File: src/include/uart_params.svh
/*
	Fixed widths shared by the UART command responder.
	cycles per bit must be at least 2 at run time.
*/
`ifndef UART_PARAMS_SVH
`define UART_PARAMS_SVH

// payload bits per frame
`define UART_DATA_BITS 8

// width of the run-time cycles per bit input, up to 1023 cycles
`define UART_CPB_W 10

// registers reachable by the command set
`define UART_NUM_REGS 4

// start + data + stop
`define UART_FRAME_BITS 10

`endif

File: src/verilog/uart_pkg.sv
/*
	Types passed between the responder stages.
	A command byte is op[7:6] followed by either addr/nibble or a 6-bit immediate.
*/
`default_nettype none

`include "uart_params.svh"

package uart_pkg;

	localparam int ADDR_W = $clog2(`UART_NUM_REGS);
	localparam int NIB_W = `UART_DATA_BITS / 2;
	localparam int IMM_W = `UART_DATA_BITS - 2;

	typedef enum logic [1:0]
	{
		OP_WR_LO = 2'd0, // low nibble write
		OP_WR_HI = 2'd1,
		OP_READ = 2'd2,
		OP_ADDI = 2'd3 // always targets reg 0
	} opcode_e;

	// register opcodes
	typedef struct packed
	{
		opcode_e op;
		logic [ADDR_W-1:0] addr;
		logic [NIB_W-1:0] nib;
	} cmd_reg_t;

	typedef struct packed
	{
		opcode_e op;
		logic [IMM_W-1:0] imm; // unsigned
	} cmd_arith_t;

	// same received byte, two decodings
	typedef union packed
	{
		cmd_reg_t regs;
		cmd_arith_t arith;
	} cmd_word_u;

	typedef struct packed
	{
		opcode_e op;
		logic [ADDR_W-1:0] addr;
		logic [`UART_DATA_BITS-1:0] operand; // nibble or zero-extended imm
		logic valid;
	} cmd_t;

	typedef struct packed
	{
		logic [`UART_DATA_BITS-1:0] data;
		logic valid;
	} resp_t;

endpackage

`default_nettype wire

File: src/verilog/cmd_decode.sv
/*
	Turns one received byte into a command, one cycle after rx_valid_i.
	OP_ADDI always yields address 0.
*/
`timescale 1ns/1ps
`default_nettype none

`include "uart_params.svh"

module cmd_decode
(
	input wire logic clk,
	input wire logic resetn,
	input wire logic [`UART_DATA_BITS-1:0] rx_byte_i,
	input wire logic rx_valid_i,
	output uart_pkg::cmd_t cmd_o
);

	uart_pkg::cmd_word_u word;
	uart_pkg::cmd_t cmd_d;
	uart_pkg::cmd_t cmd_q;
	logic valid_q;

	always_comb
	begin
		word = rx_byte_i;
		cmd_d.op = word.regs.op; // op sits in the same bits in both views
		cmd_d.valid = rx_valid_i;
		if (word.regs.op == uart_pkg::OP_ADDI)
		begin
			cmd_d.addr = '0;
			cmd_d.operand = `UART_DATA_BITS'(word.arith.imm);
		end
		else
		begin
			cmd_d.addr = word.regs.addr;
			cmd_d.operand = `UART_DATA_BITS'(word.regs.nib);
		end
	end

	always_ff @(posedge clk or negedge resetn)
	begin
		if (!resetn)
			valid_q <= 1'b0;
		else
			valid_q <= rx_valid_i;
	end

	always_ff @(posedge clk)
	begin
		if (rx_valid_i)
			cmd_q <= cmd_d;
	end

	assign cmd_o = '{op: cmd_q.op, addr: cmd_q.addr, operand: cmd_q.operand, valid: valid_q};

endmodule

`default_nettype wire

File: src/verilog/reg_execute.sv
/*
	Four 8-bit registers driven by decoded commands.
	Register update and response come from the same edge.
	The response carries the register value after the update.
*/
`timescale 1ns/1ps
`default_nettype none

`include "uart_params.svh"

module reg_execute
(
	input wire logic clk,
	input wire logic resetn,
	input wire uart_pkg::cmd_t cmd_i,
	output uart_pkg::resp_t resp_o
);

	localparam int NW = uart_pkg::NIB_W;

	logic [`UART_NUM_REGS-1:0][`UART_DATA_BITS-1:0] regs_q;
	logic [uart_pkg::ADDR_W-1:0] target;
	logic [`UART_DATA_BITS-1:0] cur;
	logic [`UART_DATA_BITS-1:0] nxt;
	logic [`UART_DATA_BITS-1:0] data_q;
	logic valid_q;

	always_comb
	begin
		target = (cmd_i.op == uart_pkg::OP_ADDI) ? '0 : cmd_i.addr;
		cur = regs_q[target];
		case (cmd_i.op)
			uart_pkg::OP_WR_LO: nxt = {cur[`UART_DATA_BITS-1:NW], cmd_i.operand[NW-1:0]};
			uart_pkg::OP_WR_HI: nxt = {cmd_i.operand[NW-1:0], cur[NW-1:0]};
			uart_pkg::OP_ADDI: nxt = cur + cmd_i.operand; // wraps mod 256
			default: nxt = cur; // read
		endcase
	end

	always_ff @(posedge clk or negedge resetn)
	begin
		if (!resetn)
		begin
			regs_q <= '0;
			valid_q <= 1'b0;
		end
		else
		begin
			valid_q <= cmd_i.valid;
			if (cmd_i.valid)
				regs_q[target] <= nxt;
		end
	end

	always_ff @(posedge clk)
	begin
		if (cmd_i.valid)
			data_q <= nxt;
	end

	assign resp_o = '{data: data_q, valid: valid_q};

endmodule

`default_nettype wire

File: src/verilog/resp_result.sv
/*
	Single holding slot between execute and the transmitter.
	Host and responder share one baud rate, so one slot never overflows.
*/
`timescale 1ns/1ps
`default_nettype none

`include "uart_params.svh"

module resp_result
(
	input wire logic clk,
	input wire logic resetn,
	input wire uart_pkg::resp_t resp_i,
	input wire logic tx_busy_i,
	output logic [`UART_DATA_BITS-1:0] tx_data_o,
	output logic tx_start_o
);

	logic pending_q;
	logic [`UART_DATA_BITS-1:0] data_q;

	// launch as soon as the transmitter is free
	assign tx_start_o = pending_q & ~tx_busy_i;
	assign tx_data_o = data_q;

	always_ff @(posedge clk or negedge resetn)
	begin
		if (!resetn)
			pending_q <= 1'b0;
		else if (resp_i.valid)
			pending_q <= 1'b1; // a new arrival wins over a launch
		else if (tx_start_o)
			pending_q <= 1'b0;
	end

	always_ff @(posedge clk)
	begin
		if (resp_i.valid)
			data_q <= resp_i.data;
	end

endmodule

`default_nettype wire

File: src/verilog/uart_cmd_top.sv
/*
	Register command responder reached over a UART line.
	One response frame is sent per accepted command byte.
*/
`timescale 1ns/1ps
`default_nettype none

`include "uart_params.svh"

module uart_cmd_top
(
	input wire logic clk,
	input wire logic resetn,
	input wire logic rx_i,
	input wire logic [`UART_CPB_W-1:0] cycles_per_bit_i,
	output logic tx_o
);

	logic [`UART_DATA_BITS-1:0] rx_byte;
	logic rx_valid;
	uart_pkg::cmd_t cmd;
	uart_pkg::resp_t resp;
	logic [`UART_DATA_BITS-1:0] tx_data;
	logic tx_start;
	logic tx_busy;

	uart_rx i_rx
	(
		.clk(clk),
		.resetn(resetn),
		.rx_i(rx_i),
		.cycles_per_bit_i(cycles_per_bit_i),
		.rx_byte_o(rx_byte),
		.rx_valid_o(rx_valid)
	);

	cmd_decode i_decode
	(
		.clk(clk),
		.resetn(resetn),
		.rx_byte_i(rx_byte),
		.rx_valid_i(rx_valid),
		.cmd_o(cmd)
	);

	reg_execute i_execute
	(
		.clk(clk),
		.resetn(resetn),
		.cmd_i(cmd),
		.resp_o(resp)
	);

	resp_result i_result
	(
		.clk(clk),
		.resetn(resetn),
		.resp_i(resp),
		.tx_busy_i(tx_busy),
		.tx_data_o(tx_data),
		.tx_start_o(tx_start)
	);

	uart_tx i_tx
	(
		.clk(clk),
		.resetn(resetn),
		.tx_start_i(tx_start),
		.cycles_per_bit_i(cycles_per_bit_i),
		.tx_data_i(tx_data),
		.tx_o(tx_o),
		.tx_busy_o(tx_busy)
	);

endmodule

`default_nettype wire

File: src/verilog/uart_rx.sv
/*
	8N1 receiver. rx_i is asynchronous and passes a two-flop synchronizer.
	Start bits shorter than half a bit are rejected; a low stop bit drops the byte.
	rx_byte_o is only meaningful while rx_valid_o is high.
*/
`timescale 1ns/1ps
`default_nettype none

`include "uart_params.svh"

module uart_rx
(
	input wire logic clk,
	input wire logic resetn,
	input wire logic rx_i,
	input wire logic [`UART_CPB_W-1:0] cycles_per_bit_i,
	output logic [`UART_DATA_BITS-1:0] rx_byte_o,
	output logic rx_valid_o
);

	localparam int IDX_W = $clog2(`UART_DATA_BITS);

	typedef enum logic [1:0] {RX_IDLE, RX_START, RX_DATA, RX_STOP} rx_state_e;

	rx_state_e state_q;
	logic [1:0] sync_q;
	logic rx_s;
	logic [`UART_CPB_W-1:0] cnt_q;
	logic [`UART_CPB_W-1:0] half_m1;
	logic [`UART_CPB_W-1:0] full_m1;
	logic [IDX_W-1:0] idx_q;
	logic [`UART_DATA_BITS-1:0] shift_q;

	assign rx_s = sync_q[1];
	assign half_m1 = (cycles_per_bit_i >> 1) - `UART_CPB_W'(1);
	assign full_m1 = cycles_per_bit_i - `UART_CPB_W'(1);

	// line idles high, so sync flops reset to 1
	always_ff @(posedge clk or negedge resetn)
	begin
		if (!resetn)
			sync_q <= 2'b11;
		else
			sync_q <= {sync_q[0], rx_i};
	end

	always_ff @(posedge clk or negedge resetn)
	begin
		if (!resetn)
		begin
			state_q <= RX_IDLE;
			cnt_q <= '0;
			idx_q <= '0;
			rx_valid_o <= 1'b0;
		end
		else
		begin
			rx_valid_o <= 1'b0;
			case (state_q)
				RX_IDLE:
				begin
					cnt_q <= '0;
					if (!rx_s)
						state_q <= RX_START;
				end
				RX_START:
				begin
					if (cnt_q == half_m1)
					begin
						cnt_q <= '0;
						idx_q <= '0;
						state_q <= rx_s ? RX_IDLE : RX_DATA; // glitch, back to idle
					end
					else
						cnt_q <= cnt_q + 1'b1;
				end
				RX_DATA:
				begin
					if (cnt_q == full_m1)
					begin
						cnt_q <= '0;
						idx_q <= idx_q + 1'b1;
						if (idx_q == IDX_W'(`UART_DATA_BITS - 1))
							state_q <= RX_STOP;
					end
					else
						cnt_q <= cnt_q + 1'b1;
				end
				RX_STOP:
				begin
					if (cnt_q == full_m1)
					begin
						rx_valid_o <= rx_s; // framing error drops the byte
						state_q <= RX_IDLE;
					end
					else
						cnt_q <= cnt_q + 1'b1;
				end
				default: state_q <= RX_IDLE;
			endcase
		end
	end

	// lsb first, shift in from the top
	always_ff @(posedge clk)
	begin
		if (state_q == RX_DATA && cnt_q == full_m1)
			shift_q <= {rx_s, shift_q[`UART_DATA_BITS-1:1]};
	end

	assign rx_byte_o = shift_q;

endmodule

`default_nettype wire

File: src/verilog/uart_tx.sv
/*
	8N1 transmitter, start is a one-cycle strobe ignored while busy.
	Frame lasts 10 * cycles_per_bit_i cycles; cycles_per_bit_i must be >= 2.
	Data is captured on the start edge.
*/
`timescale 1ns/1ps
`default_nettype none

`include "uart_params.svh"

module uart_tx
(
	input wire logic clk,
	input wire logic resetn,
	input wire logic tx_start_i,
	input wire logic [`UART_CPB_W-1:0] cycles_per_bit_i,
	input wire logic [`UART_DATA_BITS-1:0] tx_data_i,
	output logic tx_o,
	output logic tx_busy_o
);

	localparam int IDX_W = $clog2(`UART_FRAME_BITS);

	typedef enum logic [1:0] {TX_IDLE, TX_PREP, TX_SEND, TX_ADV} tx_state_e;

	tx_state_e state_q;
	logic [`UART_CPB_W-1:0] cnt_q;
	logic [`UART_CPB_W-1:0] cnt_end;
	logic [IDX_W-1:0] idx_q;
	logic [`UART_FRAME_BITS-1:0] frame_q;

	// SEND covers cpb-1 cycles, ADV the last cycle of the bit
	assign cnt_end = cycles_per_bit_i - `UART_CPB_W'(2);

	always_ff @(posedge clk or negedge resetn)
	begin
		if (!resetn)
		begin
			state_q <= TX_IDLE;
			cnt_q <= '0;
			idx_q <= '0;
		end
		else
		begin
			case (state_q)
				TX_IDLE:
					if (tx_start_i)
						state_q <= TX_PREP;
				TX_PREP:
				begin
					cnt_q <= '0;
					idx_q <= '0;
					state_q <= TX_SEND;
				end
				TX_SEND:
				begin
					if (cnt_q == cnt_end)
						state_q <= TX_ADV;
					else
						cnt_q <= cnt_q + 1'b1;
				end
				TX_ADV:
				begin
					cnt_q <= '0;
					idx_q <= idx_q + 1'b1;
					if (idx_q == IDX_W'(`UART_FRAME_BITS - 1))
						state_q <= TX_IDLE; // stop bit done
					else
						state_q <= TX_SEND;
				end
				default: state_q <= TX_IDLE;
			endcase
		end
	end

	// stop, data, start from msb down
	always_ff @(posedge clk)
	begin
		if (state_q == TX_IDLE && tx_start_i)
			frame_q <= {1'b1, tx_data_i, 1'b0};
	end

	assign tx_busy_o = (state_q != TX_IDLE);
	assign tx_o = (state_q == TX_SEND || state_q == TX_ADV) ? frame_q[idx_q] : 1'b1;

endmodule

`default_nettype wire
File: config.mk
export PLATFORM = sky130hd
export DESIGN_NAME = uart_cmd_top
export DESIGN_NICKNAME = d
export VERILOG_FILES = /design/src/verilog/uart_pkg.sv /design/src/verilog/cmd_decode.sv /design/src/verilog/reg_execute.sv /design/src/verilog/resp_result.sv /design/src/verilog/uart_cmd_top.sv /design/src/verilog/uart_rx.sv /design/src/verilog/uart_tx.sv
export VERILOG_INCLUDE_DIRS = /design/src /design/src/include
export SDC_FILE = /design/constraint.sdc
export NUM_CORES = 1
export LEC_CHECK = 0
export ABC_CLOCK_PERIOD_IN_PS = 4500
export BUFFER_PORTS_ARGS = -buffer_cell sky130_fd_sc_hd__buf_2
export CAP_MARGIN = 20
export CELL_PAD_IN_SITES_DETAIL_PLACEMENT = 0
export CELL_PAD_IN_SITES_GLOBAL_PLACEMENT = 1
export CORE_MARGIN = 3
export CORE_UTILIZATION = 51
export CTS_CLUSTER_SIZE = 25
export DETAILED_ROUTE_END_ITERATION = 10
export GPL_ROUTABILITY_DRIVEN = 0
export PLACE_DENSITY_LB_ADDON = 0.1
export SLEW_MARGIN = 20
export SYNTH_ARGS = -nofsm -noshare
export SYNTH_HDL_FRONTEND = slang
export SYNTH_SLANG_ARGS = --single-unit
File: constraint.sdc
create_clock -name clk -period 4.5 [get_ports clk]
set_input_delay 0.675 -clock clk [delete_from_list [all_inputs] [get_ports clk]]
set_output_delay 0.675 -clock clk [all_outputs]
set_load 0.03 [all_outputs]
==> results of run 1 <==
==> power by group <==
group	switching (mW)	internal, mW	total, mW
registers	0.0885	1.10	1.19
clock network	0.357	0.451	0.807
logic	0.285	0.223	0.508
==> state kept, by name, summed over array words and instances (netlist names), named ones only <==
register            count
i_rx.rx_valid_o         1
i_rx.sync_q             2
i_decode.cmd_o         10
i_tx.state_q            2
i_rx.cnt_q             10
i_result.tx_data_o      8
i_tx.frame_q            8
i_tx.idx_q              4
i_rx.state_q            1
i_execute.data_q        8
i_result.pending_q      1
i_rx.rx_byte_o          8
i_rx.idx_q              3
i_execute.valid_q       1
i_tx.cnt_q             10
i_execute.regs_q       32
i_decode.valid_q        1
==> logic make-up after synthesis <==
kind of cell / synth area share
flip-flops: 0.4776
AND/OR/NAND/NOR: 0.1621
AO/OA/AOI/OAI: 0.1395
XOR/XNOR: 0.05695
adder cells (fa/ha/maj): 0.04117
buffers and inverters: 0.04276
multiplexers: 0.07994
==> per-layer routing <==
metal / up-vias / track usage
met1: 2110 / 0.2788
met2: 68 / 0.3178
met5: - / 0
li1: 2121 / -
met4: 0 / 0.05199
met3: 10 / 0.04319
==> final timing paths <==
path	endpoint	slack, ns
min in group asynchronous	i_tx.cnt_q[5]$_DFFE_PN0P_	0.46
worst max-delay path	i_execute.data_q[6]$_DFFE_PP_	0.58
worst max register to register	i_execute.data_q[6]$_DFFE_PP_	0.58
max in group asynchronous	i_rx.sync_q[1]$_DFF_PN1_	3.06
worst min register to register	i_rx.sync_q[1]$_DFF_PN1_	0.36
worst min-delay path	i_rx.sync_q[1]$_DFF_PN1_	0.36
==> cell type report <==
cell class	count	area, um^2
multi-input combinational	412	3003
fill	1018	5026
inverter	28	105.1
clock buffer	11	242.7
clock inverter	5	62.56
sequential	111	2990
tap	143	178.9
timing repair buffer	18	102.6
==> metrics by stage <==
stage                     utilization  hold slack, ns  area (um^2)
final                          0.5708          0.3586         6685
after global routing           0.5708          0.3606         6685
after CTS                      0.5708          0.3595         6685
after detailed placement       0.5448          0.3488         6380
after global placement         0.5448          0.3469         6380
after floorplan                     -          0.3452         6261
==> cells in the final DEF (no fill, tap or decap), types with 19 or more instances in the layout <==
cell type	netlist	routed
nand2_1	37	37
mux2i_1	23	23
xnor2_1	20	20
edfxtp_1	42	42
nand3_1	21	21
ha_1	19	19
o21ai_0	34	34
dfrtp_1	67	67
nor2_1	35	35
mux2_2	21	21
inv_1	27	27
==> critical path, cell delays in order, from the launching register on <==
cell and delay [ns]:
edfxtp_1 0.66, nand2_1 0.41, nand3b_1 0.19, o21ai_0 0.09, a221oi_1 0.52, inv_1 0.13
fa_1 0.44, nor2b_1 0.11, o21ai_0 0.11, a21o_1 0.22, a21boi_0 0.24, o211ai_1 0.11
a21boi_1 0.33, nor2_1 0.09
==> impl_metrics.json, run 1 <==
{
  "route.met2.wl_um": 5809,
  "grt_pass1_wl_um": 21310,
  "diodes": 0,
  "grt_pass1_vias": 4337,
  "routedWlPerCell_um": 16.84,
  "die_x_um": 116.8,
  "drt_first_pass_iters": 4,
  "post_cts_buffers": 0,
  "antenna_found_initial": 0,
  "path_max_fanout": 17,
  "die_y_um": 116.8,
  "clk_path_buf_depth": 2,
  "synth_top_area_share": 0.2678,
  "drive_gt1_frac": 0.1265,
  "wl_um": 12260,
  "cap_violations": 0,
  "track_usage": 0.1992,
  "finalCritPeriodShare": 0.8717,
  "ios": 14,
  "crit_path_end_kind": "flop",
  "flow.area_growth_from_synthesis_pct": 6.775,
  "synth_seq_cells": 111,
  "nets": 613,
  "start_util": 0.5346,
  "coreArea_um2": 11710,
  "routed.top_layer": "met4",
  "clock.fmax_ghz": 0.2549,
  "port_buffers": 13,
  "path_class": "reg2reg",
  "grt_max_degree": 41,
  "power.total_mw": 2.508,
  "reg2regPathDepth": 13,
  "worstHoldStart": "i_rx.sync_q[0]$_DFF_PN1_",
  "seq_area_frac_synth": 0.4776,
  "yosys-top-cells-count": "dfrtp_1, edfxtp_1, nand2_1, nor2_1, o21ai_0",
  "timing.final.ws_setup_ns": 0.5772,
  "finalClockSkew_ns": 0.007994,
  "ctsRootBufferMaster": "clkbuf_16",
  "netlist_area_um2": 6261,
  "htreeDepth": 3,
  "vias_per_cell": 5.919,
  "holdPathStages": 0,
  "synthArstFlopShare": 0.6216,
  "worst_pin_slew_ns": 0.9621,
  "r2r-start": "i_decode.cmd_o[12]$_DFFE_PP_",
  "finalSetupViolCount": 0,
  "grt_overflow": 0,
  "clock_latency_ns": 0.35,
  "power.density_nw_per_um2": 375.2,
  "syn_nets": 622,
  "syn_inst": 589,
  "arrival_ns": 4.02,
  "placed_cells": 712,
  "hold_buffers": 0,
  "hold_class": "reg2reg",
  "relSlewSlack": 0.3572,
  "ir_drop_uv": 275.6,
  "wl_met1_um": 5803,
  "slew_violations": 0,
  "synth_edf_count": 42,
  "status": "finished, final reports clean",
  "drtIter0Drc": 328,
  "worst_setup_path_start_kind": "flop",
  "synth_most_common_cell": "dfrtp_1",
  "rows": 39,
  "synthDistinctLibCells": 70,
  "ys_top_cells_by_area": "dfrtp_1, edfxtp_1, ha_1",
  "path_clk_slew_ns": 0.07,
  "met3_length_um": 505,
  "synth_top_flop_cell": "dfrtp_1",
  "cts_resized": 0,
  "finalSetupTns_ns": 0,
  "tritoncts": "yes",
  "required_ns": 4.59,
  "syn_avg_cell_area_um2": 10.63,
  "hold_viol": 0,
  "drc": 0,
  "ant_nets": 0,
  "final_cells": 728,
  "crit_start": "i_decode.cmd_o[12]$_DFFE_PP_",
  "dieArea_um2": 13640,
  "p_leak_nw": 2.814,
  "finalCriticalPeriod_ns": 3.923,
  "dp_worst_setup_slack_ns": 0.6181,
  "synth_top_area_cell": "dfrtp_1",
  "cts_inserted_buffers": 9,
  "num_vias": 4309,
  "dp_hpwl_um": 8849,
  "cts_sinks": 111,
  "rsz0062_at_grt": "no",
  "yosys_warnings": 0
}
No activity file was read; power rests on OpenSTA's default activity.
==> inputs of run 2 (changes only) <==
--- a/config.mk
+++ b/config.mk
@@ -6,13 +6,14 @@
 export SDC_FILE = /design/constraint.sdc
 export NUM_CORES = 1
 export LEC_CHECK = 0
+export ABC_AREA = 1
 export ABC_CLOCK_PERIOD_IN_PS = 4500
 export BUFFER_PORTS_ARGS = -buffer_cell sky130_fd_sc_hd__buf_2
 export CAP_MARGIN = 20
 export CELL_PAD_IN_SITES_DETAIL_PLACEMENT = 0
 export CELL_PAD_IN_SITES_GLOBAL_PLACEMENT = 1
 export CORE_MARGIN = 3
-export CORE_UTILIZATION = 51
+export CORE_UTILIZATION = 48
 export CTS_CLUSTER_SIZE = 25
 export DETAILED_ROUTE_END_ITERATION = 10
 export GPL_ROUTABILITY_DRIVEN = 0
==> run 2 against run 1 <==
Non-clock buffer count shrank 3. Highest routed layer unchanged. Sequential power is essentially flat. Register-to-register slack gained 0.68 ns. Final area grew 0.92%. Hold slack lost 0.034 ns. Wire length grew 12%. Die area grew 5.2%. Sequential share of layout area shrank 0.41 points. Worst setup slack gained 0.68 ns. Cell count grew 29%. Clock-buffer cell count is the same. Combinational power grew 9.1%.
==> impl_metrics.json, run 2 <==
{
  "path_max_fanout": 8,
  "start_util": 0.5048,
  "final_common_cell": "nand2_1",
  "crit_path_end_kind": "flop",
  "required_ns": 4.54,
  "grt_pass1_vias": 4614,
  "synth_edf_count": 42,
  "relSlewSlack": 0.5856,
  "netlist_area_um2": 6215,
  "rrSetupSlack_ns": 1.26,
  "synthDistinctLibCells": 46,
  "reg2regPathDepth": 17,
  "syn_inst": 747,
  "drt_first_pass_iters": 5,
  "finalCriticalPeriod_ns": 3.239,
  "path_clk_slew_ns": 0.08,
  "cap_violations": 0,
  "dp_hpwl_um": 10310,
  "synthArstFlopShare": 0.6216,
  "seq_area_frac_synth": 0.4812,
  "finalSetupTns_ns": 0,
  "drtIter0Drc": 343,
  "power.total_mw": 2.544,
  "yosys-top-cells-count": "nand2_1, inv_1, dfrtp_1, nor2_1, nand3_1",
  "die_y_um": 119.8,
  "vias_per_cell": 5.164,
  "cts_resized": 0,
  "rsz0062_at_grt": "no",
  "grt_max_degree": 43,
  "clk_path_buf_depth": 2,
  "grt_overflow": 0,
  "hold_viol": 0,
  "nets": 797,
  "ir_drop_uv": 267.1,
  "synth_seq_cells": 111,
  "clock.fmax_ghz": 0.3087,
  "wl_um": 13720,
  "hold_class": "in2async",
  "finalCritPeriodShare": 0.7198,
  "ios": 14,
  "flow.area_growth_from_synthesis_pct": 8.556,
  "finalClockSkew_ns": 0.009962,
  "p_leak_nw": 3.207,
  "die_x_um": 119.8,
  "worst_pin_slew_ns": 0.6182,
  "largest-register": "i_execute.regs_q",
  "grt_pass1_wl_um": 22780,
  "ys_top_cells_by_area": "dfrtp_1, edfxtp_1, nand2_1",
  "clock_latency_ns": 0.35,
  "post_cts_buffers": 0,
  "rows": 40,
  "power.density_nw_per_um2": 377.1,
  "antenna_found_initial": 0,
  "finalSetupViolCount": 0,
  "synth_top_area_cell": "dfrtp_1",
  "arrival_ns": 3.27,
  "coreArea_um2": 12310,
  "cts_inserted_buffers": 9,
  "drive_gt1_frac": 0.1001,
  "synth_top_area_share": 0.2698,
  "syn_avg_cell_area_um2": 8.320,
  "diodes": 0,
  "status": "finished, final reports clean",
  "ctsRootBufferMaster": "clkbuf_16",
  "mostFrequentLayoutCells": "nand2_1, inv_1, dfrtp_1",
  "htreeDepth": 3,
  "port_buffers": 13,
  "hold_buffers": 0,
  "track_usage": 0.2003,
  "synth_most_common_cell": "nand2_1",
  "slew_violations": 0,
  "ant_nets": 0,
  "path_class": "reg2reg",
  "num_vias": 4839,
  "syn_nets": 780,
  "largest_register_ffs": 32,
  "worst_setup_path_start_kind": "flop",
  "tritoncts": "yes",
  "routedWlPerCell_um": 14.64,
  "yosys_warnings": 0,
  "synth_top_flop_cell": "dfrtp_1",
  "drc": 0,
  "dieArea_um2": 14350,
  "cts_sinks": 111
}
## run 2: changes by cell type after synthesis, sizes merged, moves of 15 or more
cell,before,now
and3,16,1
clkbuf,31,7
inv,27,93
mux2,22,0
mux2i,23,0
nand2,38,231
nand3,21,60
nor2,35,76
xnor2,20,4
## run 2: per-stage QoR
step / instance area, um^2 / hold slack (ns) / setup WS (ns) / instances / util
after floorplan: 6215 / 0.3452 / 1.750 / 747 / -
after global placement: 6440 / 0.3474 / 1.339 / 921 / 0.5231
after detailed placement: 6440 / 0.3491 / 1.301 / 921 / 0.5231
after CTS: 6744 / 0.3599 / 1.287 / 937 / 0.5478
after global routing: 6746 / 0.3666 / 0.9150 / 937 / 0.5480
final: 6746 / 0.3248 / 1.261 / 937 / 0.5480
## run 2: worst paths after layout
check	startpoint	to
worst max-delay path	i_decode.cmd_o[11]$_DFFE_PP_	i_execute.data_q[7]$_DFFE_PP_
worst min-delay path	resetn	i_tx.cnt_q[1]$_DFFE_PN0P_
worst max register to register	i_decode.cmd_o[11]$_DFFE_PP_	i_execute.data_q[7]$_DFFE_PP_
worst min register to register	i_rx.sync_q[0]$_DFF_PN1_	i_rx.sync_q[1]$_DFF_PN1_
max in group asynchronous	resetn	i_execute.regs_q[19]$_DFFE_PN0P_
min in group clk	i_rx.sync_q[0]$_DFF_PN1_	i_rx.sync_q[1]$_DFF_PN1_
## run 2: cell families after synthesis
group,after synthesis,synth area share
AOI/OAI and AO/OA,79,0.07469
xor gates and xnor gates,29,0.04328
adders and majority gates,20,0.04147
buffers and inverters,104,0.06785
DFF,111,0.4812
and+or+nand+nor,404,0.2915
## run 2: layout make-up
type                            count  area [um^2]
Sequential cell                   111         2990
Clock inverter                      5        50.05
Timing Repair Buffer               15        82.58
Fill cell                        1169         5565
Tap cell                          168        210.2
Clock buffer                       11        254.0
Inverter                           95        356.6
Multi-Input combinational cell    532         2803
## run 2: worst max-delay path: stages (launching register included)
cell and delay, ns:
edfxtp_1 0.50, nand2_2 0.21, nand2_1 0.10, nor2_1 0.24, inv_2 0.11, o22ai_1 0.16
a21oi_1 0.06, o21ai_0 0.17, inv_1 0.09, ha_1 0.34, nand2_1 0.07, inv_1 0.05
a21oi_1 0.07, or2_2 0.30, nand2_1 0.08, nand3_1 0.06, nand3_1 0.09, o211ai_1 0.21
## run 2: power by group
part           total (mW)  switching, mW  internal [mW]  leakage [nW]
clock               0.796          0.377          0.420         0.150
combinational       0.554          0.360          0.194          1.75
sequential           1.19         0.0890           1.11          1.31
## run 2: per-layer routing
| metal | GRT usage | part of all wire |
|---|---|---|
| met5 | 0 | 0 |
| met4 | 0.05297 | 0.012 |
| met3 | 0.03723 | 0.032 |
| met1 | 0.2795 | 0.49 |
| met2 | 0.3234 | 0.46 |
